## config.mk

```make
export PLATFORM = sky130hd
export DESIGN_NAME = vector_wavegen
export DESIGN_NICKNAME = d
export VERILOG_FILES = /design/src/common/wavegen_pkg.sv /design/src/loader/program_loader.sv /design/src/logic/axis_sequencer.sv /design/src/logic/display_list.sv /design/src/logic/vector_wavegen.sv /design/src/uart/uart_rx.sv
export SDC_FILE = /design/constraint.sdc
export NUM_CORES = 2
export LEC_CHECK = 0
export ABC_AREA = 1
export ABC_CLOCK_PERIOD_IN_PS = 9750
export BUFFER_PORTS_ARGS = -buffer_cell sky130_fd_sc_hd__clkbuf_2
export CAP_MARGIN = 20
export CORE_MARGIN = 5
export CORE_UTILIZATION = 64
export DETAILED_ROUTE_END_ITERATION = 10
export PLACE_DENSITY_LB_ADDON = 0.3
export SYNTH_ARGS = -nofsm -noshare
export SYNTH_HDL_FRONTEND = slang
export SYNTH_SLANG_ARGS = --single-unit
```

## constraint.sdc

```tcl
create_clock -name clk -period 9.75 [get_ports clk]
set_input_delay 0.975 -clock clk [delete_from_list [all_inputs] [get_ports clk]]
set_output_delay 0.975 -clock clk [all_outputs]
set_load 0.01 [all_outputs]
```

## src/common/wavegen_pkg.sv

```systemverilog
// vector wavegen shared package with sizes, framing bytes, opcodes and list structs
`default_nettype none

package wavegen_pkg;

    ////////////////////////////////////////
    // sizes and timing
    ////////////////////////////////////////
    localparam int pos_w        = 8;    // dac position and parameter width
    localparam int list_depth   = 16;   // display-list entries per axis
    localparam int index_w      = 4;    // entry index width
    localparam int clks_per_bit = 16;   // uart bit period in clocks

    // packet framing
    localparam logic [7:0] hdr_byte = 8'hAA;
    localparam logic [7:0] trl_byte = 8'h55;

    ////////////////////////////////////////
    // enums
    ////////////////////////////////////////
    typedef enum logic [2:0] {
        op_nop       = 3'd0,
        op_line      = 3'd1,
        op_incr      = 3'd2,
        op_decr      = 3'd3,
        op_jump      = 3'd4,
        op_x_rect    = 3'd5,
        op_y_rect    = 3'd6,
        op_line_down = 3'd7
    } opcode_t;

    typedef enum logic [1:0] {
        mv_up,
        mv_down,
        mv_hold
    } motion_t;

    // rect ops walk all four phases, line ops use start and one
    typedef enum logic [2:0] {
        ph_start,
        ph_one,
        ph_two,
        ph_three,
        ph_done
    } phase_t;

    typedef enum logic [1:0] {
        fld_op,
        fld_a,
        fld_b,
        fld_c
    } field_t;

    ////////////////////////////////////////
    // structs
    ////////////////////////////////////////
    typedef struct packed {
        opcode_t          op;
        logic [pos_w-1:0] a;
        logic [pos_w-1:0] b;
        logic [pos_w-1:0] c;
    } entry_t;

    typedef struct packed {
        logic               valid;
        logic               axis;   // 0 x, 1 y
        field_t             field;
        logic [index_w-1:0] index;
        logic [pos_w-1:0]   data;
    } list_wr_t;

endpackage

`default_nettype wire

```

## src/loader/program_loader.sv

```systemverilog
// packet loader, frames received bytes and turns the payload into display-list writes
`timescale 1ns/1ps
`default_nettype none

module program_loader import wavegen_pkg::*; (
    input  logic             clk,
    input  logic             reset,
    input  logic [pos_w-1:0] rx_byte,
    input  logic             rx_valid,
    output list_wr_t         list_wr,
    output logic             loaded
);

    // header, type, 16 data bytes, trailer
    typedef enum logic [1:0] {
        ld_idle,
        ld_type,
        ld_data,
        ld_trailer
    } ld_state_t;

    ld_state_t          state;
    logic [2:0]         sel;        // type byte, axis in bit 2, field in 1:0
    logic [index_w-1:0] count;      // data byte number
    list_wr_t           wr_q;

    ////////////////////////////////////////
    // framing fsm
    ////////////////////////////////////////
    always_ff @(posedge clk) begin
        if (reset) begin
            state      <= ld_idle;
            count      <= '0;
            loaded     <= 1'b0;
            wr_q.valid <= 1'b0;
        end else begin
            wr_q.valid <= 1'b0;     // one write per data byte
            if (rx_valid) begin
                case (state)
                    ld_idle: begin
                        if (rx_byte == hdr_byte)
                            state <= ld_type;
                    end
                    ld_type: begin
                        sel   <= rx_byte[2:0];
                        count <= '0;
                        state <= ld_data;
                    end
                    ld_data: begin
                        wr_q.valid <= 1'b1;
                        wr_q.axis  <= sel[2];
                        wr_q.field <= field_t'(sel[1:0]);
                        wr_q.index <= count;
                        wr_q.data  <= rx_byte;
                        count      <= count + 1'b1;
                        if (count == index_w'(list_depth - 1))
                            state <= ld_trailer;
                    end
                    ld_trailer: begin
                        // a bad trailer leaves loaded untouched
                        if (rx_byte == trl_byte)
                            loaded <= 1'b1;
                        state <= ld_idle;
                    end
                    default: state <= ld_idle;
                endcase
            end
        end
    end

    assign list_wr = wr_q;

endmodule

`default_nettype wire

```

## src/logic/axis_sequencer.sv

```systemverilog
// axis sequencer, steps one dac position through the current display-list entry
`timescale 1ns/1ps
`default_nettype none

module axis_sequencer import wavegen_pkg::*; (
    input  logic             clk,
    input  logic             reset,
    input  logic             run,
    input  logic             advance,
    input  entry_t           entry,
    output logic [pos_w-1:0] pos,
    output logic             done
);

    phase_t           phase;
    logic [pos_w-1:0] cnt;          // steps taken in this phase
    logic [pos_w-1:0] cnt_inc;
    logic [pos_w-1:0] cnt_nxt;
    logic [pos_w-1:0] pos_nxt;
    phase_t           phase_nxt;
    phase_t           cur;          // rect phase actually stepped this cycle
    motion_t          mv;
    logic             load;         // jump or line start, pos takes a
    logic             last;         // this step ends the entry

    // rect phases run a, b, a, b steps long
    function automatic logic [pos_w-1:0] phase_len(input phase_t p,
                                                   input logic [pos_w-1:0] a,
                                                   input logic [pos_w-1:0] b);
        return (p == ph_start || p == ph_two) ? a : b;
    endfunction

    // first phase at or after p with a nonzero length
    function automatic phase_t skip_empty(input phase_t p,
                                          input logic [pos_w-1:0] a,
                                          input logic [pos_w-1:0] b);
        phase_t q;
        q = p;
        for (int i = 0; i < 4; i++) begin
            if (q != ph_done && phase_len(q, a, b) == '0)
                q = phase_t'(q + 3'd1);
        end
        return q;
    endfunction

    ////////////////////////////////////////
    // step decode
    ////////////////////////////////////////
    always_comb begin
        mv        = mv_hold;
        load      = 1'b0;
        last      = 1'b0;
        cur       = phase;
        phase_nxt = phase;
        cnt_inc   = cnt + 1'b1;
        cnt_nxt   = cnt_inc;
        case (entry.op)
            op_nop: last = 1'b1;
            op_jump: begin
                load = 1'b1;
                last = 1'b1;
            end
            op_line, op_line_down: begin
                if (phase == ph_start) begin
                    load      = 1'b1;
                    phase_nxt = ph_one;
                    cnt_nxt   = '0;
                    last      = (entry.b == '0);
                end else begin
                    mv   = (entry.op == op_line) ? mv_up : mv_down;
                    last = (cnt_inc == entry.b);
                end
            end
            op_incr, op_decr: begin
                if (entry.a != '0)
                    mv = (entry.op == op_incr) ? mv_up : mv_down;
                last = (entry.a == '0) || (cnt_inc == entry.a);  // zero gives a hold step
            end
            default: begin      // x_rect and y_rect
                cur = skip_empty(phase, entry.a, entry.b);
                if (cur == ph_done) begin
                    last = 1'b1;                // a and b both zero
                end else begin
                    if (entry.op == op_x_rect)
                        mv = (cur == ph_start) ? mv_up : (cur == ph_two) ? mv_down : mv_hold;
                    else
                        mv = (cur == ph_one) ? mv_up : (cur == ph_three) ? mv_down : mv_hold;
                    phase_nxt = cur;
                    if (cnt_inc == phase_len(cur, entry.a, entry.b)) begin
                        phase_nxt = phase_t'(cur + 3'd1);
                        cnt_nxt   = '0;
                        last      = (skip_empty(phase_nxt, entry.a, entry.b) == ph_done);
                    end
                end
            end
        endcase

        case (mv)
            mv_up:   pos_nxt = pos + entry.c;   // wraps mod 256
            mv_down: pos_nxt = pos - entry.c;
            default: pos_nxt = pos;
        endcase
        if (load)
            pos_nxt = entry.a;
    end

    ////////////////////////////////////////
    // state
    ////////////////////////////////////////
    always_ff @(posedge clk) begin
        if (reset) begin
            phase <= ph_start;
            cnt   <= '0;
            pos   <= '0;
            done  <= 1'b0;
        end else if (run) begin
            if (advance) begin
                phase <= ph_start;
                cnt   <= '0;
                done  <= 1'b0;
            end else if (!done) begin
                pos   <= pos_nxt;
                cnt   <= cnt_nxt;
                phase <= last ? ph_done : phase_nxt;
                done  <= last;      // held until the next advance
            end
        end
    end

endmodule

`default_nettype wire

```

## src/logic/display_list.sv

```systemverilog
// display list, x and y entry tables with the shared pointer and lockstep advance
`timescale 1ns/1ps
`default_nettype none

module display_list import wavegen_pkg::*; (
    input  logic               clk,
    input  logic               reset,
    input  list_wr_t           list_wr,
    input  logic               x_done,
    input  logic               y_done,
    input  logic               run,
    output entry_t             x_entry,
    output entry_t             y_entry,
    output logic               advance,
    output logic [index_w-1:0] list_index
);

    entry_t x_tab [list_depth];
    entry_t y_tab [list_depth];

    // merge one byte into an entry
    function automatic entry_t put_field(input entry_t old, input list_wr_t w);
        entry_t e;
        e = old;
        case (w.field)
            fld_op: e.op = opcode_t'(w.data[2:0]);  // upper bits ignored
            fld_a:  e.a  = w.data;
            fld_b:  e.b  = w.data;
            fld_c:  e.c  = w.data;
            default: e = old;
        endcase
        return e;
    endfunction

    ////////////////////////////////////////
    // table storage
    ////////////////////////////////////////
    always_ff @(posedge clk) begin
        if (reset) begin
            for (int i = 0; i < list_depth; i++) begin
                x_tab[i] <= '{op: op_nop, a: '0, b: '0, c: '0};
                y_tab[i] <= '{op: op_nop, a: '0, b: '0, c: '0};
            end
        end else if (list_wr.valid) begin
            if (list_wr.axis)
                y_tab[list_wr.index] <= put_field(y_tab[list_wr.index], list_wr);
            else
                x_tab[list_wr.index] <= put_field(x_tab[list_wr.index], list_wr);
        end
    end

    assign x_entry = x_tab[list_index];
    assign y_entry = y_tab[list_index];

    ////////////////////////////////////////
    // pointer and advance
    ////////////////////////////////////////
    always_ff @(posedge clk) begin
        if (reset) begin
            list_index <= '0;
            advance    <= 1'b0;
        end else begin
            // fires the cycle after both axes report done, one cycle wide
            advance <= run && x_done && y_done && !advance;
            if (run && advance)
                list_index <= list_index + 1'b1;    // 15 wraps to 0
        end
    end

endmodule

`default_nettype wire

```

## src/logic/vector_wavegen.sv

```systemverilog
// vector wavegen top, uart-loaded display list driving the x and y dac sequencers
`timescale 1ns/1ps
`default_nettype none

module vector_wavegen import wavegen_pkg::*; (
    input  logic               clk,
    input  logic               reset,
    input  logic               enable,
    input  logic               rxd,
    output logic [pos_w-1:0]   xdac,
    output logic [pos_w-1:0]   ydac,
    output logic [index_w-1:0] list_index,
    output logic               loaded
);

    logic [pos_w-1:0] rx_byte;
    logic             rx_valid;
    list_wr_t         list_wr;
    entry_t           x_entry;
    entry_t           y_entry;
    logic             advance;
    logic             x_done;
    logic             y_done;

    ////////////////////////////////////////
    // loading path
    ////////////////////////////////////////
    uart_rx rx0 (
        .clk      (clk),
        .reset    (reset),
        .rxd      (rxd),
        .rx_byte  (rx_byte),
        .rx_valid (rx_valid)
    );

    program_loader loader0 (
        .clk      (clk),
        .reset    (reset),
        .rx_byte  (rx_byte),
        .rx_valid (rx_valid),
        .list_wr  (list_wr),
        .loaded   (loaded)
    );

    display_list list0 (
        .clk        (clk),
        .reset      (reset),
        .list_wr    (list_wr),
        .x_done     (x_done),
        .y_done     (y_done),
        .run        (enable || loaded),
        .x_entry    (x_entry),
        .y_entry    (y_entry),
        .advance    (advance),
        .list_index (list_index)
    );

    ////////////////////////////////////////
    // drawing path, both axes in lockstep
    ////////////////////////////////////////
    axis_sequencer x_axis (
        .clk     (clk),
        .reset   (reset),
        .run     (enable || loaded),
        .advance (advance),
        .entry   (x_entry),
        .pos     (xdac),
        .done    (x_done)
    );

    axis_sequencer y_axis (
        .clk     (clk),
        .reset   (reset),
        .run     (enable || loaded),
        .advance (advance),
        .entry   (y_entry),
        .pos     (ydac),
        .done    (y_done)
    );

endmodule

`default_nettype wire

```

## src/uart/uart_rx.sv

```systemverilog
// uart receiver, samples each bit mid-period and drops bytes with a bad stop bit
`timescale 1ns/1ps
`default_nettype none

module uart_rx import wavegen_pkg::*; (
    input  logic             clk,
    input  logic             reset,
    input  logic             rxd,
    output logic [pos_w-1:0] rx_byte,
    output logic             rx_valid
);

    typedef enum logic [1:0] {
        rx_idle,
        rx_start,
        rx_data,
        rx_stop
    } rx_state_t;

    rx_state_t                       state;
    logic [1:0]                      sync;      // two-flop synchronizer
    logic [$clog2(clks_per_bit)-1:0] tick;      // clocks into the current bit
    logic [2:0]                      bit_cnt;
    logic [pos_w-1:0]                shift;
    logic                            rx_bit;
    logic                            half_end;
    logic                            full_end;

    assign rx_bit   = sync[1];
    assign half_end = (int'(tick) == clks_per_bit / 2 - 1);
    assign full_end = (int'(tick) == clks_per_bit - 1);

    always_ff @(posedge clk) begin
        if (reset) begin
            sync     <= 2'b11;      // line idles high
            state    <= rx_idle;
            tick     <= '0;
            bit_cnt  <= '0;
            rx_valid <= 1'b0;
        end else begin
            sync     <= {sync[0], rxd};
            rx_valid <= 1'b0;
            case (state)
                rx_idle: begin
                    tick <= '0;
                    if (!rx_bit)
                        state <= rx_start;
                end
                rx_start: begin
                    tick <= tick + 1'b1;
                    if (half_end) begin         // middle of start bit
                        tick    <= '0;
                        bit_cnt <= '0;
                        state   <= rx_bit ? rx_idle : rx_data;  // false start
                    end
                end
                rx_data: begin
                    tick <= tick + 1'b1;
                    if (full_end) begin
                        tick    <= '0;
                        bit_cnt <= bit_cnt + 1'b1;
                        if (bit_cnt == 3'd7)
                            state <= rx_stop;
                    end
                end
                rx_stop: begin
                    tick <= tick + 1'b1;
                    if (full_end) begin
                        rx_valid <= rx_bit;     // only a good stop bit delivers
                        state    <= rx_idle;
                    end
                end
                default: state <= rx_idle;
            endcase
        end
    end

    // lsb first
    always_ff @(posedge clk) begin
        if (state == rx_data && full_end)
            shift <= {rx_bit, shift[pos_w-1:1]};
    end

    assign rx_byte = shift;

endmodule

`default_nettype wire

```

## Word level (Yosys, flattened, before mapping)

Memories as Yosys holds them, arrays and structs flattened. A register that Yosys moved wholly into a read port is not among the register bits.
Cells that the tools add are included.

| storage, ports and cells | value |
|---|---|
| register bits after elaboration | 91 |
| bits in latches | 0 |
| RAM bits | 864 |
| bits in read-only memories | 0 |
| bits of input ports | 4 |
| output and inout bits | 21 |
| word-level logic and storage cells | 495 |
| memories kept | 2 |

Memory list:

| memory | depth | width | read ports | clocked after Yosys merged registers in | write ports | line | RTL |
|---|---|---|---|---|---|---|---|
| list0.x_tab | 16 | 27 | 1 | 1 | 16 | display_list.sv:18 | `entry_t x_tab [list_depth];` |
| list0.y_tab | 16 | 27 | 1 | 1 | 16 | display_list.sv:19 | `entry_t y_tab [list_depth];` |

| operators by class | value |
|---|---|
| $add $sub $neg | 28 |
| multipliers | 0 |
| div/mod/pow operators | 0 |
| $lt $le $gt $ge | 0 |
| equality and inequality tests | 100 |
| shift operators | 0 |
| multiplexer cells | 204 |
| bitwise operators | 7 |
| reduce and logical (&&, ||, !) cells | 129 |

Operator list:

| operator | count |
|---|---|
| 8-bit two-way mux | 54 |
| 3-bit two-way mux | 70 |
| 8-bit logical NOT | 20 |
| 3-bit by 2-bit equality test with 1-bit output, second input constant | 24 |
| 8-bit case mux with 2 select lines | 4 |
| 3-bit logical NOT | 20 |
| 3-bit by 1-bit adder with 3-bit output, second input constant | 19 |
| 27-bit two-way mux | 2 |
| 27-bit OR reduction | 2 |
| 8-bit equality test | 6 |
| 2-bit two-way mux | 24 |
| 3-bit inequality test, second input constant | 16 |
| 4-bit two-way mux | 10 |
| 3-bit equality test, second input constant | 11 |
| 4-bit inequality test, second input constant | 8 |
| 1-bit two-way mux | 26 |
| 2-bit AND reduction | 11 |
| 1-bit logical AND | 21 |
| 1-bit logical OR | 21 |
| 3-bit case mux with 2 select lines | 3 |
| 8-bit by 1-bit adder with 8-bit output, second input constant | 2 |
| 8-bit adder | 2 |
| 16-bit two-way mux | 1 |
| 2-bit case mux with 4 select lines | 2 |
| 32 further kinds | 89 |

## Longest topological paths before layout

| logic depth | value |
|---|---|
| word-level depth | 72 |
| gate-level depth with buffers | 87 |
| mapped depth without buffers | 85 |

## Cells and area by module

A second synthesis with hierarchy kept.

| unflattened totals | value |
|---|---|
| cell total of the unflattened synthesis | 5982 |
| area, all modules | 50335.8 µm² |

By module, submodules not included:

| module | instances | cells each | area each (µm²) | sequential area each (µm²) |
|---|---|---|---|---|
| display_list | 1 | 4796 | 42135.4 | 26125.1 |
| axis_sequencer at x_axis | 1 | 507 | 3238.1 | 400.4 |
| axis_sequencer at y_axis | 1 | 505 | 3109.2 | 400.4 |
| program_loader | 1 | 89 | 1053.5 | 700.7 |
| uart_rx | 1 | 82 | 788.3 | 480.5 |
| vector_wavegen | 1 | 3 | 11.3 | 0.0 |

## Worst setup path before layout

Ideal clock, no wire load.

| timing | value |
|---|---|
| path type | register to register |
| from | reg (tool-made name) |
| to | reg x_axis.phase[2] |
| library setup time | 0.128 ns |
| data arrival time | 8.808 ns |
| required time | 9.622 ns |
| slack | 0.814 ns |
| cell stages (with the launch flop) | 79 |
| path buffers | 4 |
| clock period less this slack | 8.936 ns |
| cells stage by stage | dfxtp_1 -> buf_6 -> buf_6 -> buf_6 -> buf_4 -> o21ai_1 -> nand3_1 -> nand3_1 -> nand2_1 -> nor2_1 -> nand2_1 -> nor2_2 -> nand2_1 -> nand2_4 -> o21a_1 -> inv_1 -> ha_1 -> inv_1 -> (+43 left out) -> nand2_1 -> nand2_1 -> inv_2 -> o21ai_0 -> ha_1 -> inv_1 -> a21oi_1 -> o21ai_1 -> nand3_1 -> nand3_1 -> nor2_1 -> nand2_1 -> nand2_2 -> nand2_2 -> a21oi_2 -> nand2_1 -> nand2_1 -> nor2_1 |

RTL lines:

| item | line | RTL |
|---|---|---|
| to (signal assigned) | axis_sequencer.sv:112 | `phase <= ph_start;` |
| to (signal assigned) | axis_sequencer.sv:118 | `phase <= ph_start;` |
| to (signal assigned) | axis_sequencer.sv:124 | `phase <= last ? ph_done : phase_nxt;` |
| to (decl) | axis_sequencer.sv:15 | `phase_t phase;` |

==> summary.md <==
| Metric | Value |
|---|---|
| Outcome | `complete, no violations` |
| GR Util All Layers | `32.8%` |
| Buf+Inv Stages, Crit Path | `17` |
| Max frequency | `105 MHz` |
| Setup TNS | `0 ns` |
| Layout area overhead | `12.7%` |
| Crit path max fanout | `12` |
| CTS H-Tree Depth | `3` |
| Layout cells sized above 1 | `12.1%` |
| CP max stage delay | `0.49 ns` |
| Ys async rst share | `0%` |
| Max clock buf depth | `3` |
| Final instance area | `53300 um^2` |
| I/O pins | `25` |
| PD cells | `358 nW/um^2` |
| # clock sinks | `959` |
| EDFF count, synth | `890` |
| Via count | `38500` |
| Clock Latency Late Sink | `0.69 ns` |
| Final #Nets | `5225` |
| # DRC | `0` |
| First-pass GRT wire length | `201000 um` |
| HPWL after detailed placement | `82100 um` |
| Tcrit/Tclk final | `98.1%` |
| Final min period | `9.56 ns` |
| Die footprint | `79400 um^2` |
| Initial drt markers | `5603` |
| DP Area | `48400 um^2` |
| DR WL/cell | `22.5 um` |
| Total wire length | `139000 um` |
| CTS tree | `built` |
| Port Buffer Count | `24` |
| HP Class | `flip-flop to flip-flop` |
| Largest family of logic cells by synthesized area | `simple AND/OR/NAND/NOR gates` |
| Crit path launch type | `flip-flop` |
| Synth Area in Simple Gates | `24.0%` |
| Worst-case clock skew | `0.0354 ns` |
| Peak supply drop | `0.831 mV` |
| XOR/XNOR Fraction of Synth Area | `1.64%` |
| Die Ht | `282 um` |
| Final Setup Violations | `0` |
| Synth Cell Area | `47200 um^2` |
| Via density | `6.23` |
| Max-slew headroom | `18.5%` |
| Cell repeated most along the worst path | `nand2_1` |
| GRT Residual Overflow | `0` |
| Synth top area share | `56.6%` |
| Most frequent cell after synthesis | `nor2_1` |
| FF+latch count, synth | `959` |
| WP data required | `10.27 ns` |
| Area leader, netlist | `edfxtp_1` |
| Final ANT Viol Nets | `0` |
| Least-Margin Pin Slew | `1.22 ns` |
| Initial core utilization | `64.6%` |
| Final hold violations | `0` |
| Multiplexer share of the synthesized area | `0%` |
| Hold buffer count at CTS | `0` |
| Syn_nets | `5218` |
| Largest net degree at the start of global routing | `103` |
| Placer Congestion | `0.934` |
| WS Path Type | `flip-flop to flip-flop` |
| Die Wd | `282 um` |
| CP max stage cell | `dfxtp_4` |
| CTS root buffer | `clkbuf_16` |
| Clock transition at path regs | `0.06 ns` |
| Critical path arrival | `10.09 ns` |
| Yosys warning count | `0` |
| Max cap viols | `0` |
| Synth unique cells | `57` |
| Rows | `99` |
| Synth area leaders | `edfxtp_1, nor2_1, nand2_1` |
| Filler cells | `5014` |
| Top Family by Delay on Critical Path | `simple AND/OR/NAND/NOR gates` |
| CP endpoint kind | `flip-flop` |
| Pleak | `21.2 nW` |
| Vias in the first global route | `35700` |
| Total CTS buffers | `97` |
| Post-synth top cells | `nor2_1, nand2_1, edfxtp_1` |
| Synth Flop Type | `edfxtp_1` |
| 1st-pass router iterations | `8` |
| Syn Inst Count | `5128` |
| Syn_area_per_cell | `9.21 um^2` |
| Post-synthesis compound-gate area fraction | `7.42%` |
| Max-slew violation count | `0` |
| Core outline area | `73100 um^2` |
| Synth Area in Adders | `2.31%` |
| Register area share after synthesis | `59.5%` |
| Antenna violations before repair | `4` |
routing by layer:
layer	up-vias	GRT usage, %	wire [um]
li1	17200	-	-
met1	18100	43.9	49800
met2	2636	52.8	64100
met3	541	6.21	16700
met4	4	15.0	8080
met5	-	0	22
flip-flops by register name, summed over array words and instances, names as in the netlist, 3 cells and up, named ones only:
name              flops
list0.x_tab         432
list0.y_tab         432
loader0.list_wr      16
rx0.rx_byte           8
x_axis.cnt            8
x_axis.pos            8
y_axis.cnt            8
y_axis.pos            8
list0.list_index      4
loader0.count         4
rx0.tick              4
loader0.sel           3
rx0.bit_cnt           3
x_axis.phase          3
y_axis.phase          3
cells by family (layout without fill, tap and decap cells):
kind of cell / count (synthesis) / count (layout)
other cells: 0 / 1
buf+inv: 589 / 678
xor+xnor: 82 / 82
flops: 959 / 959
compound gates: 592 / 592
fa+ha+maj: 86 / 86
simple gates: 2820 / 2820
layout make-up:
type                    count  area, um^2  area share [%]
inverters                 289        1140            2.14
repair inverters            3        26.3          0.0493
diodes                      1        2.50         0.00470
clock inverters            63         566            1.06
repair buffers            205        2100            3.95
clock buffers             118        2540            4.76
multi-input cells        3580       17600            33.0
flip-flops and latches    959       28100            52.8
well taps                 959        1200            2.25
worst reg2reg max path, delay by kind of cell (launching register included):
kind                       cells  cell delay [ns]
AOI/OAI and AO/OA             10             1.39
xor gates and xnor gates       1             0.19
adders and majority gates      8             1.53
buffers and inverters         17             1.56
DFF                            1             0.49
and+or+nand+nor               45             4.25
cell usage in the layout, fill, tap and decap left out, types with 58 or more instances in the layout:
cell	n
o221ai_1	58
edfxtp_1	890
dfxtp_1	65
buf_4	132
inv_1	239
o21ai_0	258
o21ai_1	58
nor2_1	1329
clkbuf_16	110
nand2_1	978
a21oi_1	69
ha_1	64
nand3_1	296
o211ai_1	61
power by group:
group          switching, mW  leakage (nW)  total (mW)  internal [mW]
clock                   1.65          1.51        3.68           2.03
sequential             0.118          9.01        4.83           4.71
combinational           6.19          10.7        10.6           4.38
total                   7.96          21.2        19.1           11.1
metrics by stage:
stage | worst slack [ns] | hold slack (ns) | std cells | total power [mW] | util, %
2_1_floorplan | 0.814 | 0.389 | 5128 | 10.3 | -
3_3_place_gp | 0.0531 | 0.396 | 5922 | 11.4 | 66.2
3_5_place_dp | -0.418 | 0.398 | 5922 | 11.7 | 66.2
4_1_cts | -0.00373 | 0.425 | 6104 | 15.3 | 70.6
5_1_grt | -0.433 | 0.440 | 6176 | 20.2 | 72.9
6_report | 0.185 | 0.422 | 6177 | 19.1 | 72.9
path summary, 6_finish.rpt:
| check | from | cells past startpoint | end | slack [ns] |
|---|---|---|---|---|
| setup / recovery | flip-flop | 81 | x_axis.phase[2] | 0.19 |
| hold / removal | loader0.sel[0] | 0 | loader0.list_wr[12] | 0.42 |
| setup reg to reg | flip-flop | 81 | x_axis.phase[2] | 0.19 |
| hold reg to reg | loader0.sel[0] | 0 | loader0.list_wr[12] | 0.42 |
timing repair:
item / CTS / global route
gates cloned: 1 / 22
buffers inserted: 0 / 50
gates resized for setup: 17 / 229
pin swaps: 0 / 93
setup endpoints to repair: 7 / 8
Note: power is estimated with default switching activity, not from simulation.
